## config.mk

```make
export PLATFORM = sky130hd
export DESIGN_NAME = qla_axes
export DESIGN_NICKNAME = d
export VERILOG_FILES = /design/src/source/qla_pkg.sv /design/src/source/reg_decode.sv /design/src/source/axis_channel.sv /design/src/source/board_regs.sv /design/src/source/read_mux.sv /design/src/source/qla_axes.sv
export SDC_FILE = /design/constraint.sdc
export NUM_CORES = 1
export LEC_CHECK = 0
export BUFFER_PORTS_ARGS = -buffer_cell sky130_fd_sc_hd__buf_2
export CAP_MARGIN = 30
export CORE_MARGIN = 3
export CORE_UTILIZATION = 45
export CTS_CLUSTER_SIZE = 16
export DETAILED_ROUTE_END_ITERATION = 8
export PLACE_DENSITY = 0.75
export SETUP_SLACK_MARGIN = 0.3
export SLEW_MARGIN = 0
export SYNTH_ARGS = -nofsm -noshare
export SYNTH_HDL_FRONTEND = slang
export SYNTH_SLANG_ARGS = --single-unit
```

## constraint.sdc

```tcl
create_clock -name sysclk -period 11.6 [get_ports sysclk]
set_clock_uncertainty 0.15 [all_clocks]
set_input_delay 2.32 -clock sysclk [delete_from_list [all_inputs] [get_ports sysclk]]
set_output_delay 2.32 -clock sysclk [all_outputs]
set_load 0.05 [all_outputs]
```

## src/source/qla_pkg.sv

```systemverilog
// shared request and response types, register offsets and constants
`default_nettype none

package qla_pkg;

    // --------------------
    // host request types
    // --------------------

    // quadlet access kind
    typedef enum logic {
        OP_READ  = 1'b0,
        OP_WRITE = 1'b1
    } reg_op_e;

    // one host request, 49 bits
    typedef struct packed {
        reg_op_e     op;
        logic [15:0] addr;
        logic [31:0] wdata;
    } host_req_t;

    // response carries read data only
    typedef struct packed {
        logic [31:0] rdata;
    } host_resp_t;

    // write broadcast to every channel
    // paired with a one-hot channel select
    typedef struct packed {
        logic [3:0]  off;
        logic [31:0] data;
    } reg_wr_t;

    // request sequencer states
    typedef enum logic [1:0] {
        DEC_IDLE  = 2'd0,
        DEC_ISSUE = 2'd1,
        DEC_WAIT  = 2'd2
    } dec_state_e;

    // --------------------
    // address map
    // --------------------

    // addr[7:4] channel, addr[3:0] offset
    // addr[15:8] must be zero

    // axis channel offsets
    localparam logic [3:0] OFF_DAC_CMD   = 4'd0;
    localparam logic [3:0] OFF_ADC_FB    = 4'd1;
    localparam logic [3:0] OFF_AXIS_STAT = 4'd2;

    // board channel offsets
    localparam logic [3:0] OFF_BOARD_ID  = 4'd0;
    localparam logic [3:0] OFF_AMP_EN    = 4'd1;
    localparam logic [3:0] OFF_SAFETY    = 4'd2;

    // --------------------
    // data constants
    // --------------------

    // zero current in offset binary, both adc and dac
    localparam logic [15:0] MIDSCALE = 16'h8000;

    // returned by any address nobody decodes
    localparam logic [31:0] UNMAPPED_DATA = 32'hdead_0000;

endpackage

`default_nettype wire

```

## src/source/reg_decode.sv

```systemverilog
// host request sequencer with channel and offset decode and write strobe
`default_nettype none

module reg_decode #(
    parameter int NUM_AXES = 4
) (
    input  logic                   sysclk,
    input  logic                   rst,
    input  logic                   req_valid,
    input  qla_pkg::host_req_t     req,
    output logic                   req_ready,
    input  logic                   resp_done,
    output logic [NUM_AXES:0]      wr_sel,
    output qla_pkg::reg_wr_t       wr,
    output logic [3:0]             rd_off,
    output logic [3:0]             rd_chan,
    output logic                   rd_unmapped,
    output logic                   issue,
    output logic                   is_write
);

    qla_pkg::dec_state_e state;

    // request captured at acceptance, held until the next one
    qla_pkg::host_req_t req_q;

    logic [3:0] chan;
    logic       upper_bad;
    logic       chan_bad;
    logic       unmapped;

    // --------------------
    // sequencer
    // --------------------

    // one request in flight, register bus stays ordered
    always_ff @(posedge sysclk) begin
        if (rst) begin
            state <= qla_pkg::DEC_IDLE;
        end else begin
            case (state)
                qla_pkg::DEC_IDLE: begin
                    if (req_valid) begin
                        state <= qla_pkg::DEC_ISSUE;
                    end
                end
                // single issue cycle, write lands on its closing edge
                qla_pkg::DEC_ISSUE: state <= qla_pkg::DEC_WAIT;
                qla_pkg::DEC_WAIT: begin
                    if (resp_done) begin
                        state <= qla_pkg::DEC_IDLE;
                    end
                end
                default: state <= qla_pkg::DEC_IDLE;
            endcase
        end
    end

    always_ff @(posedge sysclk) begin
        if (state == qla_pkg::DEC_IDLE && req_valid) begin
            req_q <= req;
        end
    end

    assign req_ready = (state == qla_pkg::DEC_IDLE);
    assign issue     = (state == qla_pkg::DEC_ISSUE);
    assign is_write  = (req_q.op == qla_pkg::OP_WRITE);

    // --------------------
    // address decode
    // --------------------

    assign chan      = req_q.addr[7:4];
    assign upper_bad = |req_q.addr[15:8];
    // channel 0 is the board, 1..NUM_AXES the axes
    assign chan_bad  = int'(chan) > NUM_AXES;
    assign unmapped  = upper_bad || chan_bad;

    // read select held until the response is taken
    assign rd_off      = req_q.addr[3:0];
    assign rd_chan     = chan;
    assign rd_unmapped = unmapped;

    // broadcast write payload
    assign wr.off  = req_q.addr[3:0];
    assign wr.data = req_q.wdata;

    // one-hot strobe, issue cycle only
    // unmapped writes select nobody
    always_comb begin
        for (int i = 0; i <= NUM_AXES; i++) begin
            wr_sel[i] = issue && is_write && !unmapped && (chan == 4'(i));
        end
    end

endmodule

`default_nettype wire

```

## src/source/axis_channel.sv

```systemverilog
// axis channel with dac command, adc feedback capture, safety latch and read port
`default_nettype none

module axis_channel #(
    parameter int          SAFETY_COUNT  = 4,
    parameter logic [15:0] SAFETY_MARGIN = 16'h0100
) (
    input  logic                sysclk,
    input  logic                rst,
    input  logic                wr_en,
    input  qla_pkg::reg_wr_t    wr,
    input  logic                clr,
    input  logic                fb_valid,
    input  logic [15:0]         fb_data,
    input  logic [3:0]          rd_off,
    output logic [31:0]         rd_data,
    output logic [15:0]         dac_cmd,
    output logic                amp_disable
);

    logic [15:0] cmd_q;
    logic [15:0] fb_q;
    logic [7:0]  streak;

    // offset binary to signed distance from zero current
    logic [16:0] fb_diff;
    logic [16:0] cmd_diff;
    logic [16:0] fb_mag;
    logic [16:0] cmd_mag;
    // 2 * |cmd| + margin needs 19 bits
    logic [18:0] limit;
    logic        bad;
    logic [7:0]  streak_next;

    // --------------------
    // registers
    // --------------------

    // command, idles at zero current
    always_ff @(posedge sysclk) begin
        if (rst) begin
            cmd_q <= qla_pkg::MIDSCALE;
        end else if (wr_en && wr.off == qla_pkg::OFF_DAC_CMD) begin
            cmd_q <= wr.data[15:0];
        end
    end

    // feedback, captured on the shared adc strobe
    always_ff @(posedge sysclk) begin
        if (rst) begin
            fb_q <= qla_pkg::MIDSCALE;
        end else if (fb_valid) begin
            fb_q <= fb_data;
        end
    end

    assign dac_cmd = cmd_q;

    // --------------------
    // safety check
    // --------------------

    // 17-bit differences, bit 16 is the sign
    assign fb_diff  = {1'b0, fb_data} - {1'b0, qla_pkg::MIDSCALE};
    assign cmd_diff = {1'b0, cmd_q} - {1'b0, qla_pkg::MIDSCALE};

    // magnitude reaches 32768 at code 0, still fits
    assign fb_mag  = fb_diff[16] ? (~fb_diff + 17'd1) : fb_diff;
    assign cmd_mag = cmd_diff[16] ? (~cmd_diff + 17'd1) : cmd_diff;

    assign limit = {1'b0, cmd_mag, 1'b0} + {3'b000, SAFETY_MARGIN};
    assign bad   = {2'b00, fb_mag} > limit;

    // saturating bad-sample count
    assign streak_next = (streak == 8'hff) ? streak : streak + 8'd1;

    always_ff @(posedge sysclk) begin
        if (rst) begin
            streak      <= 8'd0;
            amp_disable <= 1'b0;
        end else if (clr) begin
            // clear wins over a sample on the same edge
            streak      <= 8'd0;
            amp_disable <= 1'b0;
        end else if (fb_valid) begin
            if (bad) begin
                streak <= streak_next;
                // trips on the edge the count is reached
                if (int'(streak_next) >= SAFETY_COUNT) begin
                    amp_disable <= 1'b1;
                end
            end else begin
                // any good sample breaks the streak
                streak <= 8'd0;
            end
        end
    end

    // --------------------
    // read port
    // --------------------

    always_comb begin
        case (rd_off)
            qla_pkg::OFF_DAC_CMD:   rd_data = {16'h0000, cmd_q};
            qla_pkg::OFF_ADC_FB:    rd_data = {16'h0000, fb_q};
            // streak in 15:8, latch in bit 0
            qla_pkg::OFF_AXIS_STAT: rd_data = {16'h0000, streak, 7'd0, amp_disable};
            default:                rd_data = qla_pkg::UNMAPPED_DATA;
        endcase
    end

endmodule

`default_nettype wire

```

## src/source/board_regs.sv

```systemverilog
// board channel 0 with id, amplifier enable register and latch-clear pulses
`default_nettype none

module board_regs #(
    parameter int         NUM_AXES = 4,
    parameter logic [7:0] BOARD_ID = 8'h5a
) (
    input  logic                    sysclk,
    input  logic                    rst,
    input  logic                    wr_en,
    input  qla_pkg::reg_wr_t        wr,
    input  logic [3:0]              rd_off,
    input  logic [NUM_AXES-1:0]     amp_disable,
    output logic [31:0]             rd_data,
    output logic [NUM_AXES-1:0]     amp_en,
    output logic [NUM_AXES-1:0]     clr
);

    logic amp_en_wr;

    assign amp_en_wr = wr_en && (wr.off == qla_pkg::OFF_AMP_EN);

    // --------------------
    // enable register
    // --------------------

    // bit i-1 enables axis i, all off after reset
    always_ff @(posedge sysclk) begin
        if (rst) begin
            amp_en <= '0;
        end else if (amp_en_wr) begin
            amp_en <= wr.data[NUM_AXES-1:0];
        end
    end

    // clear pulse in the strobe cycle itself
    // so the latch clears on the same edge as the enable
    assign clr = amp_en_wr ? wr.data[NUM_AXES-1:0] : '0;

    // --------------------
    // read port
    // --------------------

    always_comb begin
        case (rd_off)
            // axis count in 11:8, id in 7:0
            qla_pkg::OFF_BOARD_ID: rd_data = {20'h00000, 4'(NUM_AXES), BOARD_ID};
            qla_pkg::OFF_AMP_EN:   rd_data = 32'(amp_en);
            // latched disables collected from the axes
            qla_pkg::OFF_SAFETY:   rd_data = 32'(amp_disable);
            default:               rd_data = qla_pkg::UNMAPPED_DATA;
        endcase
    end

endmodule

`default_nettype wire

```

## src/source/read_mux.sv

```systemverilog
// read data select across channels and registered response with back-pressure
`default_nettype none

module read_mux #(
    parameter int NUM_AXES = 4
) (
    input  logic                        sysclk,
    input  logic                        rst,
    input  logic [3:0]                  rd_chan,
    input  logic                        rd_unmapped,
    input  logic [31:0]                 board_rd,
    input  logic [NUM_AXES*32-1:0]      axis_rd,
    input  logic                        issue,
    input  logic                        is_write,
    output logic                        resp_valid,
    output qla_pkg::host_resp_t         resp,
    input  logic                        resp_ready,
    output logic                        resp_done
);

    logic [31:0] sel_data;

    // --------------------
    // channel select
    // --------------------

    always_comb begin
        sel_data = board_rd;
        if (is_write) begin
            // writes answer with zero
            sel_data = 32'h0000_0000;
        end else if (rd_unmapped) begin
            sel_data = qla_pkg::UNMAPPED_DATA;
        end else begin
            // axis i lives on channel i+1
            for (int i = 0; i < NUM_AXES; i++) begin
                if (rd_chan == 4'(i + 1)) begin
                    sel_data = axis_rd[i*32 +: 32];
                end
            end
        end
    end

    // --------------------
    // response register
    // --------------------

    // data loaded once at the end of the issue cycle
    // stays put while the host stalls
    always_ff @(posedge sysclk) begin
        if (issue) begin
            resp.rdata <= sel_data;
        end
    end

    always_ff @(posedge sysclk) begin
        if (rst) begin
            resp_valid <= 1'b0;
        end else if (issue) begin
            resp_valid <= 1'b1;
        end else if (resp_done) begin
            resp_valid <= 1'b0;
        end
    end

    // handshake tells the decoder to accept again
    assign resp_done = resp_valid && resp_ready;

endmodule

`default_nettype wire

```

## src/source/qla_axes.sv

```systemverilog
// top level with request decode, board channel, axis generate loop and read mux
`default_nettype none

module qla_axes #(
    parameter int          NUM_AXES      = 4,
    parameter int          SAFETY_COUNT  = 4,
    parameter logic [15:0] SAFETY_MARGIN = 16'h0100,
    parameter logic [7:0]  BOARD_ID      = 8'h5a
) (
    input  logic                        sysclk,
    input  logic                        rst,
    // host request port
    input  logic                        req_valid,
    input  qla_pkg::host_req_t          req,
    output logic                        req_ready,
    // host response port
    output logic                        resp_valid,
    output qla_pkg::host_resp_t         resp,
    input  logic                        resp_ready,
    // parallel adc samples, one strobe for all axes
    input  logic                        fb_valid,
    input  logic [NUM_AXES*16-1:0]      fb_data,
    // parallel dac commands and amplifier enables
    output logic [NUM_AXES*16-1:0]      dac_cmd,
    output logic [NUM_AXES-1:0]         amp_out
);

    // decode to channels
    logic [NUM_AXES:0]      wr_sel;
    qla_pkg::reg_wr_t       wr;
    logic [3:0]             rd_off;
    logic [3:0]             rd_chan;
    logic                   rd_unmapped;
    logic                   issue;
    logic                   is_write;
    logic                   resp_done;

    // channels to read mux and board
    logic [31:0]            board_rd;
    logic [NUM_AXES*32-1:0] axis_rd;
    logic [NUM_AXES-1:0]    amp_en;
    logic [NUM_AXES-1:0]    amp_disable;
    logic [NUM_AXES-1:0]    clr;

    reg_decode #(.NUM_AXES(NUM_AXES)) dec (
        .sysclk(sysclk), .rst(rst),
        .req_valid(req_valid), .req(req), .req_ready(req_ready),
        .resp_done(resp_done),
        .wr_sel(wr_sel), .wr(wr),
        .rd_off(rd_off), .rd_chan(rd_chan), .rd_unmapped(rd_unmapped),
        .issue(issue), .is_write(is_write)
    );

    // channel 0 beside the axis loop
    board_regs #(.NUM_AXES(NUM_AXES), .BOARD_ID(BOARD_ID)) chan0 (
        .sysclk(sysclk), .rst(rst),
        .wr_en(wr_sel[0]), .wr(wr), .rd_off(rd_off),
        .amp_disable(amp_disable), .rd_data(board_rd),
        .amp_en(amp_en), .clr(clr)
    );

    // --------------------
    // axis channels
    // --------------------

    // axis i answers on channel i+1
    for (genvar i = 0; i < NUM_AXES; i++) begin : g_axis
        axis_channel #(
            .SAFETY_COUNT(SAFETY_COUNT),
            .SAFETY_MARGIN(SAFETY_MARGIN)
        ) axis (
            .sysclk(sysclk), .rst(rst),
            .wr_en(wr_sel[i+1]), .wr(wr), .clr(clr[i]),
            .fb_valid(fb_valid), .fb_data(fb_data[i*16 +: 16]),
            .rd_off(rd_off), .rd_data(axis_rd[i*32 +: 32]),
            .dac_cmd(dac_cmd[i*16 +: 16]), .amp_disable(amp_disable[i])
        );
    end

    read_mux #(.NUM_AXES(NUM_AXES)) rmux (
        .sysclk(sysclk), .rst(rst),
        .rd_chan(rd_chan), .rd_unmapped(rd_unmapped),
        .board_rd(board_rd), .axis_rd(axis_rd),
        .issue(issue), .is_write(is_write),
        .resp_valid(resp_valid), .resp(resp), .resp_ready(resp_ready),
        .resp_done(resp_done)
    );

    // amplifier on only when enabled and not tripped
    assign amp_out = amp_en & ~amp_disable;

endmodule

`default_nettype wire

```

==> impl_metrics.env <==
export IMPL_fin_cells=2383
export IMPL_min_period_ps=5666
export IMPL_clkSinkCount=221
export IMPL_fin_area_sq_um=16890
export IMPL_path_delay_family="simple AND/OR/NAND/NOR gates"
export IMPL_r2r_setup_slack_ps=6710
export IMPL_tightestPinTransition_ps=1014
export IMPL_drtAntennaViolNets=0
export IMPL_die_w_um=188.1
export IMPL_critPathArrivalTime_ps=5920
export IMPL_synth_seq_area_share=0.3301
export IMPL_setup_ws_ps=5934
export IMPL_setup_violations=0
export IMPL_post_cts_buffers=0
export IMPL_wl_mm=47.95
export IMPL_place_gp_congestion=1.003
export IMPL_ctsLongestPathBuffers=3
export IMPL_endpoint="g_axis[3].axis.streak[0]"
export IMPL_yosys_area_top_type_share=0.2295
export IMPL_cpPeakStageDelay_ps=530
export IMPL_r2r_end="g_axis[3].axis.streak[0]"
export IMPL_yosys_warnings=0
export IMPL_multi_input_area_sq_um=9283
export IMPL_cts_tree="built"
export IMPL_async_reset_ff_frac=0
export IMPL_synth_edff_count=50
export IMPL_cts_buffers=25
export IMPL_grtUsageMet2=0.3941
export IMPL_slowest_stage="or4_1"
export IMPL_finalCritPeriodShare=0.4884
export IMPL_ys_flop_type="dfxtp_1"
export IMPL_whs_ps=349.7
export IMPL_diodes=0
export IMPL_grt_max_degree=74
export IMPL_hp_start="g_axis[2].axis.fb_q[13]"
export IMPL_maxCapViolCount=0
export IMPL_dp_hpwl_mm=35.27
export IMPL_ys_ff_latch=221
export IMPL_grt_pass1_wl_mm=74.04
export IMPL_critPathCaptureType="flop"
export IMPL_r2r_start="g_axis[3].axis.dac_cmd[1]"
export IMPL_crit_start="fb_data[50]"
export IMPL_crit_buf_inv=1
export IMPL_r2r_cells=15
export IMPL_core_area_sq_um=32620
export IMPL_ir_worst_vdd_mv=0.1058
export IMPL_h_tree_depth=1
export IMPL_std_cell_rows=66
export IMPL_grt_pass1_vias=13050
export IMPL_clkTransAtPathRegs_ps=60
export IMPL_hold_depth=2
export IMPL_portBuffers=198
export IMPL_grt_use_met1=0.3738
export IMPL_drc_errors=0
export IMPL_power_density_nw_per_um2=111.8
export IMPL_path_class="in -> reg"
export IMPL_fillers=3026
export IMPL_final_nets=2120
export IMPL_drive_gt1_frac=0.1422
export IMPL_area_growth_pct=13.19
export IMPL_crit_chain="buf_2 -> nor4_1 -> nand2b_1 -> nor4_1 -> a21oi_1 -> xor2_1 -> ha_1 -> nand3_1 -> or4_1 -> or3_1 -> a31o_2 -> a21oi_1 -> o22ai_1"
export IMPL_drtIter0Drc=1612
export IMPL_track_usage=0.2596
export IMPL_outcome="complete, no violations"
export IMPL_die_y_um=188.1
export IMPL_synth_area_leaders="dfxtp_1 (23%), mux2i_1 (11%), edfxtp_1 (10%)"
export IMPL_regArea_sq_um=4925
export IMPL_clock_tree_root_cell="clkbuf_16"
export IMPL_slew_violations=0
export IMPL_ys_top_cells_by_count="nor2_1 (302), dfxtp_1 (171), mux2i_1 (164)"
export IMPL_p_leak_uw=0.006680
export IMPL_post_drt_wl_per_cell_um=20.12
export IMPL_dieArea_sq_um=35370
export IMPL_final_hold_viol_count=0
export IMPL_crit_fanout=8
export IMPL_gr_total_overflow=0
export IMPL_rsz0062_at_grt="false"
export IMPL_use_met3=0.04262
export IMPL_ios=220
export IMPL_synth_cell_area_sq_um=14920
export IMPL_insertion_delay_ps=530
export IMPL_dp_cells=2336
export IMPL_synthCells=1806
export IMPL_hold_buffers=0
export IMPL_required_ps=11850
export IMPL_netlist_cell_type_count=72
export IMPL_vias_per_cell=5.964
export IMPL_start_util=0.4573
export IMPL_busiest_layer="met2"
export IMPL_setup_tns_ps=0
export IMPL_hp_class="reg -> reg"
export IMPL_synth_most_common_cell="nor2_1"
export IMPL_placed_cell_area_sq_um=16040
export IMPL_crit_path_start_kind="input port"
export IMPL_antenna_found_initial=0
export IMPL_dpl_worst_slack_ps=5445
export IMPL_slew_headroom=0.3202
export IMPL_first_pass_iters=6
export IMPL_path_depth=13
export IMPL_syn_area_per_cell_sq_um=8.260
export IMPL_synth_largest_area_cell="dfxtp_1"
export IMPL_post_cts_resize_count=0
export IMPL_vias=14210
export IMPL_fmax_mhz=176.5
worst min-delay path: stages (launching register included):
cell and delay (ps):
dfxtp_1 330, mux2i_1 70, nor2_1 70
cell usage in the layout (no fill, tap or decap), types with 22 or more instances in the layout:
| master | n |
|---|---|
| nor2_1 | 301 |
| buf_2 | 197 |
| dfxtp_1 | 171 |
| mux2i_1 | 164 |
| a21oi_1 | 138 |
| nand2_1 | 100 |
| ha_1 | 80 |
| xor2_1 | 66 |
| xnor2_1 | 66 |
| nor3_1 | 61 |
| o21ai_0 | 54 |
| edfxtp_1 | 50 |
| inv_1 | 44 |
| nand3_1 | 38 |
| a31oi_1 | 34 |
| clkbuf_16 | 25 |
| a211oi_1 | 24 |
| nor2b_1 | 22 |
power by group:
group          total [uW]  internal [uW]  switching, uW
Sequential            849            815           33.5
Combinational         246           88.4            157
Clock                 794            451            343
Total                1890           1360            534
metal layers:
metal,part of all wire,vias up,wire [um]
met4,0.038,0,1823
met1,0.43,6637,20550
met2,0.43,785,20650
met5,0,-,0
li1,-,6678,-
met3,0.10,112,4924
stage by stage:
step / utilization / power [uW]
2_1_floorplan: - / 1016
3_3_place_gp: 0.4906 / 1096
3_5_place_dp: 0.4917 / 1104
4_1_cts: 0.5168 / 1884
5_1_grt: 0.5177 / 1949
6_report: 0.5177 / 1889
layout make-up:
| cell class | instances | share of cell area |
|---|---|---|
| Clock buffer | 26 | 0.03786 |
| Clock inverter | 20 | 0.01067 |
| Inverter | 44 | 0.009781 |
| Multi-Input combinational cell | 1417 | 0.5497 |
| Sequential cell | 221 | 0.2916 |
| Tap cell | 442 | 0.03275 |
| Timing Repair Buffer | 213 | 0.06758 |
worst min path at each step:
stage                                 end
2_1_floorplan  g_axis[0].axis.amp_disable
3_3_place_gp       g_axis[2].axis.fb_q[9]
3_5_place_dp              rmux.resp_valid
4_1_cts           g_axis[2].axis.fb_q[13]
5_1_grt            g_axis[0].axis.fb_q[8]
6_report          g_axis[2].axis.fb_q[13]
logic make-up (layout without fill, tap and decap cells):
family,Yosys count,after routing,share of synthesized area
buffers and inverters,176,303,0.04999
adder cells (fa/ha/maj),80,80,0.06710
other,1,9,0.0002514
AO/OA/AOI/OAI,370,370,0.1551
multiplexers,165,165,0.1108
XOR/XNOR,132,132,0.07750
AND/OR/NAND/NOR,661,661,0.2092
flip-flops,221,221,0.3301
state kept, by name, summed over array words and instances, names as in the netlist:
signal                   count
dec.req_q                    8
dec.is_write                 1
rmux.resp                   17
dec.rd_off                   4
g_axis.axis.streak          32
g_axis.axis.dac_cmd         64
rmux.resp_valid              1
dec.state                    2
dec.rd_chan                  4
g_axis.axis.fb_q            64
dec.wr                      16
g_axis.axis.amp_disable      4
chan0.amp_en                 4
Power figures use the tool's default switching activity.
